File: src/rtl/div_unit_cfg.svh
`ifndef DIV_UNIT_CFG_SVH
`define DIV_UNIT_CFG_SVH

// width of the instruction tag that travels with each request
`define DIV_INST_ID_WIDTH 4

// quotient bits produced by the core, one per ITERATE cycle
// 33 because the operands carry an extension bit
`define DIV_ITERATIONS 33

`endif

File: src/rtl/div_unit_pkg.sv
`default_nettype none

`include "div_unit_cfg.svh"

package div_unit_pkg;

	typedef logic [31:0] xlen_t; // architectural word
	typedef logic [32:0] opnd_t; // word plus sign/zero extension bit
	typedef logic [4:0] rd_id_t;
	typedef logic [`DIV_INST_ID_WIDTH-1:0] inst_id_t;

	// funct3[1:0] of the M-extension divide group
	// bit 0 set for unsigned, bit 1 set for remainder
	typedef logic [1:0] div_op_t;

	typedef struct packed {
		opnd_t dividend;
		opnd_t divisor;
		logic rem_sel; // return remainder instead of quotient
		logic div_zero;
		logic div_ovf; // signed -2^31 / -1
		rd_id_t rd_id;
		inst_id_t inst_id;
	} div_req_t;

	typedef struct packed {
		xlen_t data;
		rd_id_t rd_id;
		inst_id_t inst_id;
	} div_res_t;

	typedef enum logic [2:0] {
		IDLE,
		ITERATE,
		CHECK,
		FIX,
		DONE
	} div_state_t;

endpackage

`default_nettype wire

File: src/rtl/div_decode.sv
`timescale 1ns/1ps
`default_nettype none

module div_decode (
	input wire div_unit_pkg::div_op_t op,
	input wire div_unit_pkg::xlen_t src_a,
	input wire div_unit_pkg::xlen_t src_b,
	input wire div_unit_pkg::rd_id_t rd_id,
	input wire div_unit_pkg::inst_id_t inst_id,
	output div_unit_pkg::div_req_t req
);

	logic is_signed;
	logic is_rem;
	div_unit_pkg::opnd_t dividend;
	div_unit_pkg::opnd_t divisor;
	logic a_is_min; // dividend is -2^31
	logic b_is_neg_one;

	assign is_signed = ~op[0]; // DIV and REM
	assign is_rem = op[1];

	// extension bit is the sign for signed ops, zero otherwise
	assign dividend = {is_signed & src_a[31], src_a};
	assign divisor = {is_signed & src_b[31], src_b};

	assign a_is_min = (src_a == 32'h8000_0000);
	assign b_is_neg_one = (src_b == 32'hffff_ffff);

	always_comb
	begin
		req.dividend = dividend;
		req.divisor = divisor;
		req.rem_sel = is_rem;
		req.div_zero = (src_b == 32'h0000_0000);
		// only the signed forms can overflow
		req.div_ovf = is_signed & a_is_min & b_is_neg_one;
		req.rd_id = rd_id;
		req.inst_id = inst_id;
	end

endmodule

`default_nettype wire

File: src/rtl/div_req_buffer.sv
`timescale 1ns/1ps
`default_nettype none

module div_req_buffer (
	input wire clk,
	input wire resetn,
	input wire div_unit_pkg::div_req_t wr_data,
	input wire wr_valid,
	output logic wr_ready,
	output div_unit_pkg::div_req_t rd_data,
	output logic rd_valid,
	input wire rd_pop
);

	div_unit_pkg::div_req_t mem [2];
	logic wr_ptr;
	logic rd_ptr;
	logic [1:0] count; // 0, 1 or 2 entries
	logic do_wr;
	logic do_rd;

	assign wr_ready = (count != 2'd2);
	assign rd_valid = (count != 2'd0);
	assign rd_data = mem[rd_ptr]; // head shows without a read request

	assign do_wr = wr_valid & wr_ready;
	assign do_rd = rd_pop & rd_valid;

	always_ff @(posedge clk or negedge resetn)
	begin
		if (!resetn)
		begin
			wr_ptr <= 1'b0;
			rd_ptr <= 1'b0;
			count <= 2'd0;
		end
		else
		begin
			if (do_wr)
				wr_ptr <= ~wr_ptr;
			if (do_rd)
				rd_ptr <= ~rd_ptr;
			case ({do_wr, do_rd})
				2'b10: count <= count + 2'd1;
				2'b01: count <= count - 2'd1;
				default: count <= count; // none, or write and pop together
			endcase
		end
	end

	always_ff @(posedge clk)
	begin
		if (do_wr)
			mem[wr_ptr] <= wr_data;
	end

endmodule

`default_nettype wire

File: src/rtl/div_nonrestoring_core.sv
`timescale 1ns/1ps
`default_nettype none

`include "div_unit_cfg.svh"

module div_nonrestoring_core (
	input wire clk,
	input wire resetn,
	input wire div_unit_pkg::div_req_t req,
	input wire req_valid,
	output logic req_pop,
	output div_unit_pkg::opnd_t quotient,
	output div_unit_pkg::opnd_t remainder,
	output logic done_valid,
	input wire done_ready
);

	div_unit_pkg::div_state_t state;
	div_unit_pkg::div_state_t state_nxt;
	logic [$clog2(`DIV_ITERATIONS)-1:0] iter_cnt;
	logic last_iter;

	div_unit_pkg::opnd_t rem_q; // partial remainder R
	div_unit_pkg::opnd_t quo_q; // dividend bits shifting out, quotient bits in
	logic fix_rem;
	logic fix_quo;

	div_unit_pkg::opnd_t dividend;
	div_unit_pkg::opnd_t divisor;
	logic sign_diff;
	logic q_bit;
	div_unit_pkg::opnd_t add_a;
	logic add_sub; // 1 subtracts the divisor
	div_unit_pkg::opnd_t add_res;
	logic need_fix_rem;
	logic need_fix_quo;
	logic exact;

	assign dividend = req.dividend;
	assign divisor = req.divisor;
	assign sign_diff = dividend[32] ^ divisor[32];

	// next quotient bit is set when R and divisor agree in sign
	assign q_bit = ~(rem_q[32] ^ divisor[32]);

	// shared add/subtract for load, iterate and remainder correction
	always_comb
	begin
		add_a = {rem_q[31:0], quo_q[32]}; // {R,Q} shifted left
		add_sub = q_bit;
		if (state == div_unit_pkg::IDLE)
		begin
			add_a = {33{dividend[32]}}; // R starts as dividend sign
			add_sub = ~sign_diff;
		end
		else if (state == div_unit_pkg::FIX)
		begin
			add_a = rem_q;
			add_sub = sign_diff;
		end
	end

	assign add_res = add_a + (divisor ^ {33{add_sub}}) + {32'd0, add_sub};

	assign need_fix_rem = rem_q[32] ^ dividend[32];
	assign need_fix_quo = sign_diff;
	assign last_iter = (iter_cnt == `DIV_ITERATIONS - 1);

	always_comb
	begin
		state_nxt = state;
		case (state)
			div_unit_pkg::IDLE:
				if (req_valid)
					state_nxt = (req.div_zero | req.div_ovf) ? div_unit_pkg::DONE
						: div_unit_pkg::ITERATE;
			div_unit_pkg::ITERATE:
				if (last_iter)
					state_nxt = div_unit_pkg::CHECK;
			div_unit_pkg::CHECK:
				state_nxt = (need_fix_rem | need_fix_quo) ? div_unit_pkg::FIX
					: div_unit_pkg::DONE;
			div_unit_pkg::FIX:
				state_nxt = div_unit_pkg::DONE;
			div_unit_pkg::DONE:
				if (done_ready)
					state_nxt = div_unit_pkg::IDLE;
			default:
				state_nxt = div_unit_pkg::IDLE;
		endcase
	end

	always_ff @(posedge clk or negedge resetn)
	begin
		if (!resetn)
		begin
			state <= div_unit_pkg::IDLE;
			iter_cnt <= '0;
			fix_rem <= 1'b0;
			fix_quo <= 1'b0;
		end
		else
		begin
			state <= state_nxt;
			if (state == div_unit_pkg::ITERATE)
				iter_cnt <= iter_cnt + 1'b1;
			else
				iter_cnt <= '0;
			if (state == div_unit_pkg::CHECK)
			begin
				fix_rem <= need_fix_rem;
				fix_quo <= need_fix_quo;
			end
		end
	end

	always_ff @(posedge clk)
	begin
		case (state)
			div_unit_pkg::IDLE:
				if (req_valid)
				begin
					if (req.div_zero)
					begin
						rem_q <= dividend;
						quo_q <= '1;
					end
					else if (req.div_ovf)
					begin
						rem_q <= '0;
						quo_q <= dividend; // -2^31 already
					end
					else
					begin
						rem_q <= add_res;
						quo_q <= dividend;
					end
				end
			div_unit_pkg::ITERATE:
			begin
				rem_q <= add_res;
				quo_q <= {quo_q[31:0], q_bit};
			end
			div_unit_pkg::CHECK:
				quo_q <= {quo_q[31:0], q_bit}; // last quotient bit, R unchanged
			div_unit_pkg::FIX:
			begin
				if (fix_rem)
					rem_q <= add_res;
				if (fix_quo)
					quo_q <= quo_q + 33'd1;
			end
			default: ;
		endcase
	end

	// R equal to +-divisor means the division was exact
	assign exact = ~req.div_zero & ~req.div_ovf
		& ((rem_q == divisor) | (rem_q == (~divisor + 33'd1)));

	assign remainder = exact ? '0 : rem_q;
	assign quotient = exact ? (sign_diff ? quo_q - 33'd1 : quo_q + 33'd1) : quo_q;

	assign done_valid = (state == div_unit_pkg::DONE);
	assign req_pop = done_valid & done_ready; // head leaves with its result

endmodule

`default_nettype wire

File: src/rtl/div_result_stage.sv
`timescale 1ns/1ps
`default_nettype none

module div_result_stage (
	input wire clk,
	input wire resetn,
	input wire div_unit_pkg::div_req_t req,
	input wire div_unit_pkg::opnd_t quotient,
	input wire div_unit_pkg::opnd_t remainder,
	input wire done_valid,
	output logic done_ready,
	output div_unit_pkg::div_res_t res,
	output logic res_valid,
	input wire res_ready
);

	div_unit_pkg::div_res_t res_nxt;
	logic load;

	assign done_ready = ~res_valid | res_ready; // empty or draining
	assign load = done_valid & done_ready;

	always_comb
	begin
		res_nxt.data = req.rem_sel ? remainder[31:0] : quotient[31:0];
		res_nxt.rd_id = req.rd_id;
		res_nxt.inst_id = req.inst_id;
	end

	always_ff @(posedge clk or negedge resetn)
	begin
		if (!resetn)
			res_valid <= 1'b0;
		else if (done_ready)
			res_valid <= done_valid;
	end

	always_ff @(posedge clk)
	begin
		if (load)
			res <= res_nxt;
	end

endmodule

`default_nettype wire

File: src/rtl/div_unit_top.sv
`timescale 1ns/1ps
`default_nettype none

module div_unit_top (
	input wire clk,
	input wire resetn,
	input wire div_unit_pkg::div_op_t req_op,
	input wire div_unit_pkg::xlen_t req_src_a,
	input wire div_unit_pkg::xlen_t req_src_b,
	input wire div_unit_pkg::rd_id_t req_rd_id,
	input wire div_unit_pkg::inst_id_t req_inst_id,
	input wire req_valid,
	output logic req_ready,
	output div_unit_pkg::div_res_t res,
	output logic res_valid,
	input wire res_ready
);

	div_unit_pkg::div_req_t dec_req;
	div_unit_pkg::div_req_t head_req; // oldest accepted request
	logic head_valid;
	logic head_pop;
	div_unit_pkg::opnd_t core_quotient;
	div_unit_pkg::opnd_t core_remainder;
	logic done_valid;
	logic done_ready;

	div_decode decode0 (
		.op(req_op),
		.src_a(req_src_a),
		.src_b(req_src_b),
		.rd_id(req_rd_id),
		.inst_id(req_inst_id),
		.req(dec_req)
	);

	div_req_buffer buffer0 (
		.clk(clk),
		.resetn(resetn),
		.wr_data(dec_req),
		.wr_valid(req_valid),
		.wr_ready(req_ready),
		.rd_data(head_req),
		.rd_valid(head_valid),
		.rd_pop(head_pop)
	);

	div_nonrestoring_core core0 (
		.clk(clk),
		.resetn(resetn),
		.req(head_req),
		.req_valid(head_valid),
		.req_pop(head_pop),
		.quotient(core_quotient),
		.remainder(core_remainder),
		.done_valid(done_valid),
		.done_ready(done_ready)
	);

	// rd_id and tag come straight from the buffer head
	div_result_stage result0 (
		.clk(clk),
		.resetn(resetn),
		.req(head_req),
		.quotient(core_quotient),
		.remainder(core_remainder),
		.done_valid(done_valid),
		.done_ready(done_ready),
		.res(res),
		.res_valid(res_valid),
		.res_ready(res_ready)
	);

endmodule

`default_nettype wire

File: config.mk
export PLATFORM = sky130hd
export DESIGN_NAME = div_unit_top
export DESIGN_NICKNAME = d
export VERILOG_FILES = /design/src/rtl/div_unit_pkg.sv /design/src/rtl/div_decode.sv /design/src/rtl/div_req_buffer.sv /design/src/rtl/div_nonrestoring_core.sv /design/src/rtl/div_result_stage.sv /design/src/rtl/div_unit_top.sv
export VERILOG_INCLUDE_DIRS = /design/src /design/src/rtl
export SDC_FILE = /design/constraint.sdc
export NUM_CORES = 1
export LEC_CHECK = 0
export BUFFER_PORTS_ARGS = -buffer_cell sky130_fd_sc_hd__buf_2
export CORE_ASPECT_RATIO = 1.4
export CORE_MARGIN = 10
export CORE_UTILIZATION = 63
export CTS_BUF_LIST = sky130_fd_sc_hd__clkbuf_2 sky130_fd_sc_hd__clkbuf_4 sky130_fd_sc_hd__clkbuf_8
export CTS_CLUSTER_SIZE = 25
export DETAILED_ROUTE_END_ITERATION = 12
export PLACE_DENSITY = 0.88
export SLEW_MARGIN = 20
export SYNTH_ARGS = -nofsm -noshare
export SYNTH_HDL_FRONTEND = slang
export SYNTH_SLANG_ARGS = --single-unit
File: constraint.sdc
create_clock -name clk -period 8.2 [get_ports clk]
set_input_delay 0.82 -clock clk [delete_from_list [all_inputs] [get_ports clk]]
set_output_delay 0.82 -clock clk [all_outputs]
set_load 0.05 [all_outputs]
Word-level counts from Yosys, hierarchy flattened
Memory sizes are Yosys's and may differ from the RTL's.
Index checks and enable logic that the tools add are counted.
{ "totals": {"register_bits": 123, "input_bits": 79, "out_inout_bits": 43, "n_memories": 1, "ram_bits": 156, "elab_cells": 102} }
{ "mem_list": {"columns": ["name", "words", "word_bits", "rd", "rd_ports_with_merged_regs", "wr", "line", "text"], "rows": [
  ["buffer0.mem", 2, 78, 1, 0, 1, "div_req_buffer.sv:15", "div_unit_pkg::div_req_t mem [2];"]
]} }
{ "op_classes": {"n_bitwise": 26, "n_eq_ne": 17, "addsub": 8, "reduce_logical": 10, "mux": 27} }
{ "ops": {"columns": ["cell", "n"], "rows": [
  ["2-to-1 mux 33 bit", 9],
  ["case mux 33 bit (3 select lines)", 2],
  ["2-to-1 mux 32 bit", 4],
  ["adder 33 x 1 -> 33 bit (second input constant)", 2],
  ["== test 33 bit", 2],
  ["== test 32 bit (second input constant)", 2],
  ["adder 33 x 1 -> 33 bit", 1],
  ["adder 33 bit", 1],
  ["NOT 33 bit", 1],
  ["bitwise XOR 33 bit", 1],
  ["logical NOT 32 bit", 1],
  ["subtractor 32 x 1 -> 32 bit (second input constant)", 1],
  ["2-to-1 mux 3 bit", 5],
  ["case mux 3 bit (5 select lines)", 1],
  ["AND 1 bit", 9],
  ["AND reduction 3 bit", 3],
  ["NOT 1 bit", 8],
  ["adder 6 x 1 -> 6 bit (second input constant)", 1],
  ["== test 3 x 2 -> 1 bit (second input constant)", 2],
  ["== test 6 bit (second input constant)", 1],
  ["2-to-1 mux 6 bit", 1],
  ["!= test 2 x 1 -> 1 bit (second input constant)", 3],
  ["!= test 2 bit (second input constant)", 3],
  ["nonzero test 3 bit", 2],
  ["13 further kinds", 22]
]} }

Depth between registers and ports, before layout
Gate-level depths: netlist of the first run.
An unclocked memory read counts as a cell.
{ "depth": {"word_depth": 12, "ltp_mapped": 21, "depth_no_buf": 17} }

Hierarchy
From an unflattened synthesis of the first run, not the netlist that was laid out.
{ "unflattened": {"hier_cells": 1676, "area_unflattened_um2": 17843.4} }
{ "modules_own_cells": {"columns": ["mod", "instances", "seq_area_each_um2", "area_per_inst_um2", "cells_each"], "rows": [
  ["div_nonrestoring_core", 1, 2257.2, 9362.7, 1225],
  ["div_req_buffer", 1, 4784.6, 5856.9, 260],
  ["div_result_stage", 1, 1256.2, 1819.2, 81],
  ["div_decode", 1, 0.0, 804.5, 110]
]} }

Least setup slack after synthesis of the first run
OpenSTA, ideal clock, no wires.
{ "synth_timing": {"kind": "reg-to-reg", "from": "reg buffer0.rd_ptr", "to": "reg core0.rem_q[32] (data pin)", "t_required_ns": 7.926, "setup_slack_ns": 2.476, "arrival_ns": 5.450, "period_less_slack_ns": 5.724, "stages_incl_launch_ff": 22, "setup_ns": 0.274, "cell_sequence": "dfrtp_1 > buf_2 > buf_2 > buf_2 > buf_1 > mux2i_1 > xor2_1 > or3_1 > nand2_1 > buf_1 > xor2_1 > ha_1 > nor2b_1 > o21ai_0 > a21oi_1 > o22ai_1 > o32ai_1 > a2111oi_0 > nand4_1 > a41oi_1 > xnor2_1 > o22ai_1"} }
{ "synth_between": {"elab_chain_cells": 12, "word_cells_on_any_way": 16, "cone_classes": "2 x add/sub; 8 x mux; 5 x bitwise; 1 x memory"} }
{ "synth_rtl": {"columns": ["element", "line", "text"], "rows": [
  ["start: declaration", "div_req_buffer.sv:17", "logic rd_ptr;"],
  ["start signal: assignment", "div_req_buffer.sv:42", "rd_ptr <= ~rd_ptr;"],
  ["memory (2 x 78 bit) (*)", null, null],
  ["bitwise XOR 1 bit", "div_nonrestoring_core.sv:44", "assign q_bit = ~(rem_q[32] ^ divisor[32]);"],
  ["NOT 1 bit", "div_nonrestoring_core.sv:44", null],
  ["2-to-1 mux 1 bit", "div_nonrestoring_core.sv:56", "else if (state == div_unit_pkg::FIX)"],
  ["2-to-1 mux 1 bit", "div_nonrestoring_core.sv:51", "if (state == div_unit_pkg::IDLE)"],
  ["bitwise XOR 33 bit", "div_nonrestoring_core.sv:63", "assign add_res = add_a + (divisor ^ {33{add_sub}}) + {32'd0, add_sub};"],
  ["adder 33 bit", "div_nonrestoring_core.sv:63", null],
  ["adder 33 x 1 -> 33 bit", "div_nonrestoring_core.sv:63", null],
  ["2-to-1 mux 33 bit", "div_nonrestoring_core.sv:128", "else if (req.div_ovf)"],
  ["2-to-1 mux 33 bit", "div_nonrestoring_core.sv:123", "if (req.div_zero)"],
  ["2-to-1 mux 33 bit", "div_nonrestoring_core.sv:121", "if (req_valid)"],
  ["case mux 33 bit (3 select lines) (*)", "div_nonrestoring_core.sv:119", "case (state)"],
  ["end signal: assignment", "div_nonrestoring_core.sv:125", "rem_q <= dividend;"],
  ["end signal: assignment", "div_nonrestoring_core.sv:135", "rem_q <= add_res;"],
  ["end signal: assignment", "div_nonrestoring_core.sv:141", "rem_q <= add_res;"],
  ["end: declaration", "div_nonrestoring_core.sv:23", "div_unit_pkg::opnd_t rem_q;"]
]} }
Every way passes the cells marked *; elsewhere a longest branch is shown, timed or not. The select of a mux whose other input is x is not followed.
A chain may end at the register's enable or synchronous reset.

==> results of run 1 <==
## logic make-up (layout without fill, tap and decap cells)
family | count (synthesis) | count (layout) | share of synthesized area [%]
simple gates | 499 | 499 | 15.18
xor+xnor | 146 | 146 | 7.559
fa+ha+maj | 38 | 38 | 2.855
mux | 93 | 93 | 5.614
compound gates | 415 | 415 | 16.55
buf+inv | 137 | 242 | 3.195
flops | 279 | 279 | 49.05
## placed cells by master (no fill, tap or decap), types with 37 or more instances in the layout
cell type	instances
a21oi_1	98
a31oi_1	53
buf_2	121
clkbuf_8	43
edfxtp_1	263
ha_1	37
mux2i_1	76
nand2_1	133
nor2_1	86
nor3_1	45
nor4_1	72
o21ai_0	57
xnor2_1	71
xor2_1	75
## how the worst max path moves through the flow
| stage | from | end | slack, ns |
|---|---|---|---|
| 3_5_place_dp | buffer0.rd_ptr | result0.res[32] | 2.14 |
| 6_report | buffer0.rd_ptr | result0.res[30] | 2.02 |
| 4_1_cts | buffer0.rd_ptr | result0.res[32] | 2.09 |
| 3_3_place_gp | buffer0.rd_ptr | result0.res[35] | 2.33 |
| 2_1_floorplan | buffer0.rd_ptr | core0.rem_q[32] | 2.48 |
| 5_1_grt | buffer0.rd_ptr | result0.res[31] | 1.75 |
## state kept, by name, summed over array words and instances (netlist names)
| signal | cells |
|---|---|
| core0.iter_cnt | 6 |
| buffer0.count | 2 |
| core0.fix_quo | 1 |
| core0.rem_q | 33 |
| result0.res_valid | 1 |
| core0.quo_q | 33 |
| buffer0.wr_ptr | 1 |
| result0.res | 41 |
| core0.fix_rem | 1 |
| core0.state | 3 |
| buffer0.rd_ptr | 1 |
| buffer0.mem | 156 |
## area by class of cell
cell class | count | area, um^2 | area share [%]
flip-flops and latches | 279 | 8302 | 44.90
well taps | 324 | 405.4 | 2.192
clock buffers | 49 | 636.9 | 3.444
repair buffers | 143 | 770.7 | 4.168
multi-input cells | 1191 | 8127 | 43.95
clock inverters | 23 | 147.6 | 0.7985
inverters | 27 | 101.3 | 0.5481
## per-layer routing
layer / GRT usage, % / share of wire (%) / up-vias
met3: 4.432 / 8.3 / 145
li1: - / - / 6352
met4: 17.93 / 6.4 / 0
met5: 0 / 0 / -
met2: 49.59 / 50 / 795
met1: 34.19 / 35 / 6564
## per-stage QoR
stage	hold WS, ns	setup slack [ns]	instance area, um^2
after floorplan	0.4546	2.476	16920
after global placement	0.4806	2.326	17700
after detailed placement	0.4967	2.135	17700
after CTS	0.1456	2.093	18490
after global routing	0.1661	1.750	18490
final	0.1420	2.018	18490
==> impl_metrics.csv, run 1 <==
group,metric,value,unit
timing,maxSlewViolCount,0,
detailed_routing,viasPerCell,6.806,
floorplan,start_util,64.38,%
synth,synth-async-reset-ratio,5.735,%
critical_path,worstPathRequired,8.53,ns
clocking,root_buffer,"clkbuf_8",
min_path,hp-class,"in -> async",
floorplan,die_w,158.5,um
global_routing,overflow,0,
critical_path,crit_arrival,6.52,ns
place,dp_cells,1964,
cells_and_area,antenna_cells,0,
clocking,postCtsSetupRepairBufs,0,
global_routing,antenna_found_initial,0,
critical_path,reg2reg_slack,2.02,ns
critical_path,critPathLaunchType,"register",
critical_path,cp.depth,14,
detailed_routing,drt_iter0_drc,1353,
cells_and_area,fin_util,70.37,%
timing,min_period,6.182,ns
clocking,path_clk_slew,0.07,ns
cells_and_area,syn_to_final_growth,9.305,%
critical_path,rr_startpoint,"buffer0.rd_ptr",
cells_and_area,drive_gt1_share,14.49,%
critical_path,critical_path_class,"reg -> reg",
timing,fin_setup_tns,0,ns
synth,synth_area,16920,um^2
detailed_routing,routed_wl,49900,um
clocking,cts_hold_buf,0,
timing,finalSetupViolCount,0,
critical_path,crit_chain,"buf_4, mux2i_1, ha_1, o211ai_1, nor4_2, o211ai_1, a2111oi_0, nand4_1, nor4_2, a41oi_4, buf_4, and2_1, buf_4, a211o_1",
cells_and_area,final.fill_count,1895,
critical_path,end_kind,"register",
detailed_routing,post-route-drc-count,0,
clocking,clock_path_buffers,3,
clocking,htree_levels,2,
timing,post-route-period-util,75.39,%
timing,tightestPinTransition,0.9307,ns
critical_path,cp.buffers_inverters,3,
synth,synth_edf_count,263,
timing,hold_violations,0,
critical_path,critical_path.max_stage_delay,0.73,ns
critical_path,cp_max_fo,84,
timing,timing.clock.skew,0.05198,ns
clocking,clk_latency,0.61,ns
run_status,status,"completed",
synth,yosysMostFrequentCell,"edfxtp_1",
synth,synth_top_area_share,46.69,%
clocking,cts_resized,0,
detailed_routing,firstDrtPassIters,8,
critical_path,r2r-end,"result0.res[30]",
synth,syn_avg_cell_area,10.53,um^2
place,io_buffers,121,
detailed_routing,vias,13860,
global_routing,grt_pass1_vias,13510,
clocking,cts_buffers,42,
floorplan,die_h,213.9,um
synth,synth_area_leaders,"edfxtp_1, mux2i_1, xor2_1, xnor2_1, nand2_1",
critical_path,crit_path_frequent_cell,"buf_4",
timing,max_slew_margin,36.18,%
synth,netlist_top_cells_count,"edfxtp_1, nand2_1, a21oi_1",
synth,yosysUniqueCellTypes,78,
floorplan,core,26280,um^2
global_routing,grt_max_degree,85,
floorplan,ios,122,
synth,ys_seq_elements,279,
floorplan,die_area,33900,um^2
floorplan,rows,70,
global_routing,grt_pass1_wl,76580,um
cells_and_area,nNetsFinal,1801,
critical_path,crit_family,"compound AO/OA/AOI/OAI gates",
detailed_routing,post_drt_wl_per_cell,24.51,um
timing,rsz0062_at_grt,"false",
critical_path,ff2ff_path_depth,14,
place,gp_congestion,1.006,
synth,synth_nets,1724,
detailed_routing,ant_nets,0,
synth,yosys.area.top_type,"edfxtp_1",
synth,syn_inst,1607,
cells_and_area,final_cells,2036,
run,drv_cap,0,
clocking,clock_sinks,279,
timing,fmax,161.8,MHz
global_routing,grt_util_all_layers,29.24,%
place,place_hpwl,37150,um
synth,yosysSeqAreaShare,49.05,%
synth,yosys_warnings,0,
critical_path,critPathSlowestCell,"buf_4",
synth,synth_flop_cell,"edfxtp_1",
clocking,cts_tree,"built",
Power of run 1 is left out: the tool's default activity adds up to more than one toggle a clock period on the data nets, which glitch-free logic cannot reach.
==> run 2, diff against run 1 <==
--- a/config.mk
+++ b/config.mk
@@ -6,14 +6,15 @@
 export SDC_FILE = /design/constraint.sdc
 export NUM_CORES = 1
 export LEC_CHECK = 0
+export ABC_AREA = 1
 export BUFFER_PORTS_ARGS = -buffer_cell sky130_fd_sc_hd__buf_2
 export CORE_ASPECT_RATIO = 1.4
 export CORE_MARGIN = 10
-export CORE_UTILIZATION = 63
+export CORE_UTILIZATION = 57
 export CTS_BUF_LIST = sky130_fd_sc_hd__clkbuf_2 sky130_fd_sc_hd__clkbuf_4 sky130_fd_sc_hd__clkbuf_8
 export CTS_CLUSTER_SIZE = 25
 export DETAILED_ROUTE_END_ITERATION = 12
-export PLACE_DENSITY = 0.88
+export PLACE_DENSITY = 0.84
 export SLEW_MARGIN = 20
 export SYNTH_ARGS = -nofsm -noshare
 export SYNTH_HDL_FRONTEND = slang
==> constraint.sdc (replaced) <==
create_clock -name clk -period 5.2 [get_ports clk]
set_input_delay 0.52 -clock clk [delete_from_list [all_inputs] [get_ports clk]]
set_output_delay 0.52 -clock clk [all_outputs]
set_load 0.05 [all_outputs]
==> impl_metrics.csv, run 2 <==
group,metric,value,unit
cells_and_area,fin_area,20390,um^2
place,gp_congestion,1.032,
synth,synth-async-reset-ratio,5.735,%
critical_path,critical_path_class,"reg -> reg",
clocking,clk_latency,0.62,ns
cells_and_area,top_register,"buffer0.mem",
cells_and_area,nNetsFinal,2521,
timing,rsz0062_at_grt,"false",
critical_path,end_kind,"register",
synth,yosys_warnings,0,
place,placed_area,19380,um^2
synth,ys_seq_elements,279,
detailed_routing,viasPerCell,5.968,
synth,yosysSeqAreaShare,44.99,%
cells_and_area,final_common_cell,"nand2_1",
timing,maxSlewViolCount,0,
synth,netlist_top_cells_count,"nand2_1, inv_1, edfxtp_1",
floorplan,die_w,172.0,um
clocking,htree_levels,2,
synth,synth_edf_count,263,
cells_and_area,largestRegisters,"buffer0.mem x156, result0.res x41",
synth,synth_flop_cell,"edfxtp_1",
synth,yosysMostFrequentCell,"nand2_1",
synth,synth_area,18440,um^2
global_routing,antenna_found_initial,2,
min_path,holdCritStartpoint,"req_op[1]",
place,dp_cells,2752,
clocking,root_buffer,"clkbuf_8",
cells_and_area,drive_gt1_share,13.16,%
synth,syn_avg_cell_area,8.050,um^2
timing,whs,0.1050,ns
cells_and_area,final_cells,2836,
clocking,cts_resized,0,
place,place_hpwl,46180,um
floorplan,ios,122,
timing,post-route-period-util,88.36,%
floorplan,core,31790,um^2
global_routing,grt_max_degree,75,
clocking,path_clk_slew,0.07,ns
floorplan,start_util,58.01,%
global_routing,grt_pass1_wl,90910,um
critical_path,cp-startpoint,"core0.state[0]",
global_routing,grt_pass1_vias,16310,
synth,synth_top_area_share,42.82,%
detailed_routing,routed_wl,60440,um
timing,fin_setup_tns,0,ns
timing,finalSetupViolCount,0,
critical_path,crit_path_frequent_cell,"nand2_1",
clocking,cts_buffers,44,
floorplan,rows,77,
timing,min_period,4.595,ns
critical_path,critPathLaunchType,"register",
floorplan,die_h,232.8,um
detailed_routing,ant_nets,0,
timing,fmax,217.6,MHz
critical_path,cp.buffers_inverters,3,
synth,syn_inst,2291,
clocking,cts_tree,"built",
detailed_routing,post_drt_wl_per_cell,21.31,um
critical_path,crit_arrival,4.97,ns
timing,tightestPinTransition,1.178,ns
detailed_routing,post-route-drc-count,0,
clocking,clock_sinks,279,
cells_and_area,mostFrequentLayoutCells,"nand2_1, inv_1, edfxtp_1",
clocking,cts_hold_buf,1,
critical_path,rr_startpoint,"core0.state[0]",
critical_path,crit_chain,"nor2_1, inv_1, nor2_1, inv_1, nand3_1, nand2_2, xor2_1, inv_1, fa_1, nor3_1, nor2_1, nor2_1, a21oi_1, o21ai_0, nand2_1, nand2_1, nand2_1, nand2_1, nand2_1, nand2_1, nand2_1, nand2_1, o21ai_0",
global_routing,grt_util_all_layers,29.63,%
detailed_routing,vias,16920,
critical_path,critPathSlowestCell,"fa_1",
synth,synth_area_leaders,"edfxtp_1, nand2_1, inv_1, xor2_1, nand3_1",
run,drv_cap,0,
timing,timing.clock.skew,0.05448,ns
clocking,clock_path_buffers,3,
place,io_buffers,121,
floorplan,die_area,40050,um^2
synth,synth_nets,2408,
clocking,postCtsSetupRepairBufs,0,
critical_path,critical_path.max_stage_delay,0.50,ns
critical_path,crit_family,"simple AND/OR/NAND/NOR gates",
critical_path,worstPathRequired,5.57,ns
timing,max_slew_margin,21.41,%
cells_and_area,largest_reg_flops,156,
run_status,status,"completed",
critical_path,cp_max_fo,15,
synth,yosysUniqueCellTypes,59,
timing,hold_violations,0,
detailed_routing,firstDrtPassIters,6,
synth,yosys.area.top_type,"edfxtp_1",
detailed_routing,drt_iter0_drc,2366,
cells_and_area,final.fill_count,2728,
cells_and_area,syn_to_final_growth,10.54,%
min_path,hp-class,"in -> reg",
global_routing,overflow,0,
## run 2: metrics by stage
stage                     utilization (%)  setup WS [ns]
final                               64.12         0.6054
after global routing                64.12         0.3019
after CTS                           64.11         0.7288
after detailed placement            60.96         0.7302
after global placement              60.96         0.8046
after floorplan                         -         0.3869
## run 2: cell type report
cell class / instances / area [um^2] / share of cell area [%]
multi-input cells: 1645 / 8693 / 42.64
flip-flops and latches: 279 / 8302 / 40.72
inverters: 283 / 1067 / 5.235
repair buffers: 151 / 833.3 / 4.088
clock buffers: 63 / 779.5 / 3.824
well taps: 395 / 494.2 / 2.424
clock inverters: 19 / 214.0 / 1.050
diodes: 1 / 2.502 / 0.01228
## run 2: per-layer routing
metal | GRT usage (%) | wire [um] | vias up | part of all wire (%)
met2 | 49.21 | 29080 | 950 | 48
met4 | 15.85 | 3333 | 2 | 5.5
met1 | 35.67 | 22490 | 7838 | 37
met5 | 0 | 15 | - | 0.025
met3 | 5.474 | 5519 | 209 | 9.1
li1 | - | - | 7925 | -
## run 2: kinds of logic after synthesis
group,Yosys count,share of synthesized area [%]
adders and majority gates,38,2.619
AOI/OAI and AO/OA,314,9.980
DFF,279,44.99
and+or+nand+nor,1147,27.18
muxes,22,1.214
xor gates and xnor gates,124,5.889
buffers and inverters,367,8.128
## run 2: worst register-to-register path, cell delays in order, from the launching register on
cell and delay, ns:
dfrtp_1 0.42, nor2_1 0.11, inv_1 0.07, nor2_1 0.30, inv_1 0.30, nand3_1 0.18
nand2_2 0.22, xor2_1 0.28, inv_1 0.09, fa_1 0.50, nor3_1 0.29, nor2_1 0.08
nor2_1 0.14, a21oi_1 0.13, o21ai_0 0.49, nand2_1 0.10, nand2_1 0.15, nand2_1 0.08
nand2_1 0.09, nand2_1 0.06, nand2_1 0.08, nand2_1 0.06, nand2_1 0.05, o21ai_0 0.07
## run 2: worst paths after layout
kind | to | slack [ns] | depth (start not counted)
max reg2reg | core0.rem_q[24] | 0.61 | 23
min in group asynchronous | core0.iter_cnt[3] | 0.40 | 2
min | buffer0.mem[1][11] | 0.11 | 1
min reg2reg | result0.res[5] | 0.51 | 2
max in group asynchronous | buffer0.rd_ptr | 4.41 | 2
max | core0.rem_q[24] | 0.61 | 23
Power of run 2 is left out for the same reason.
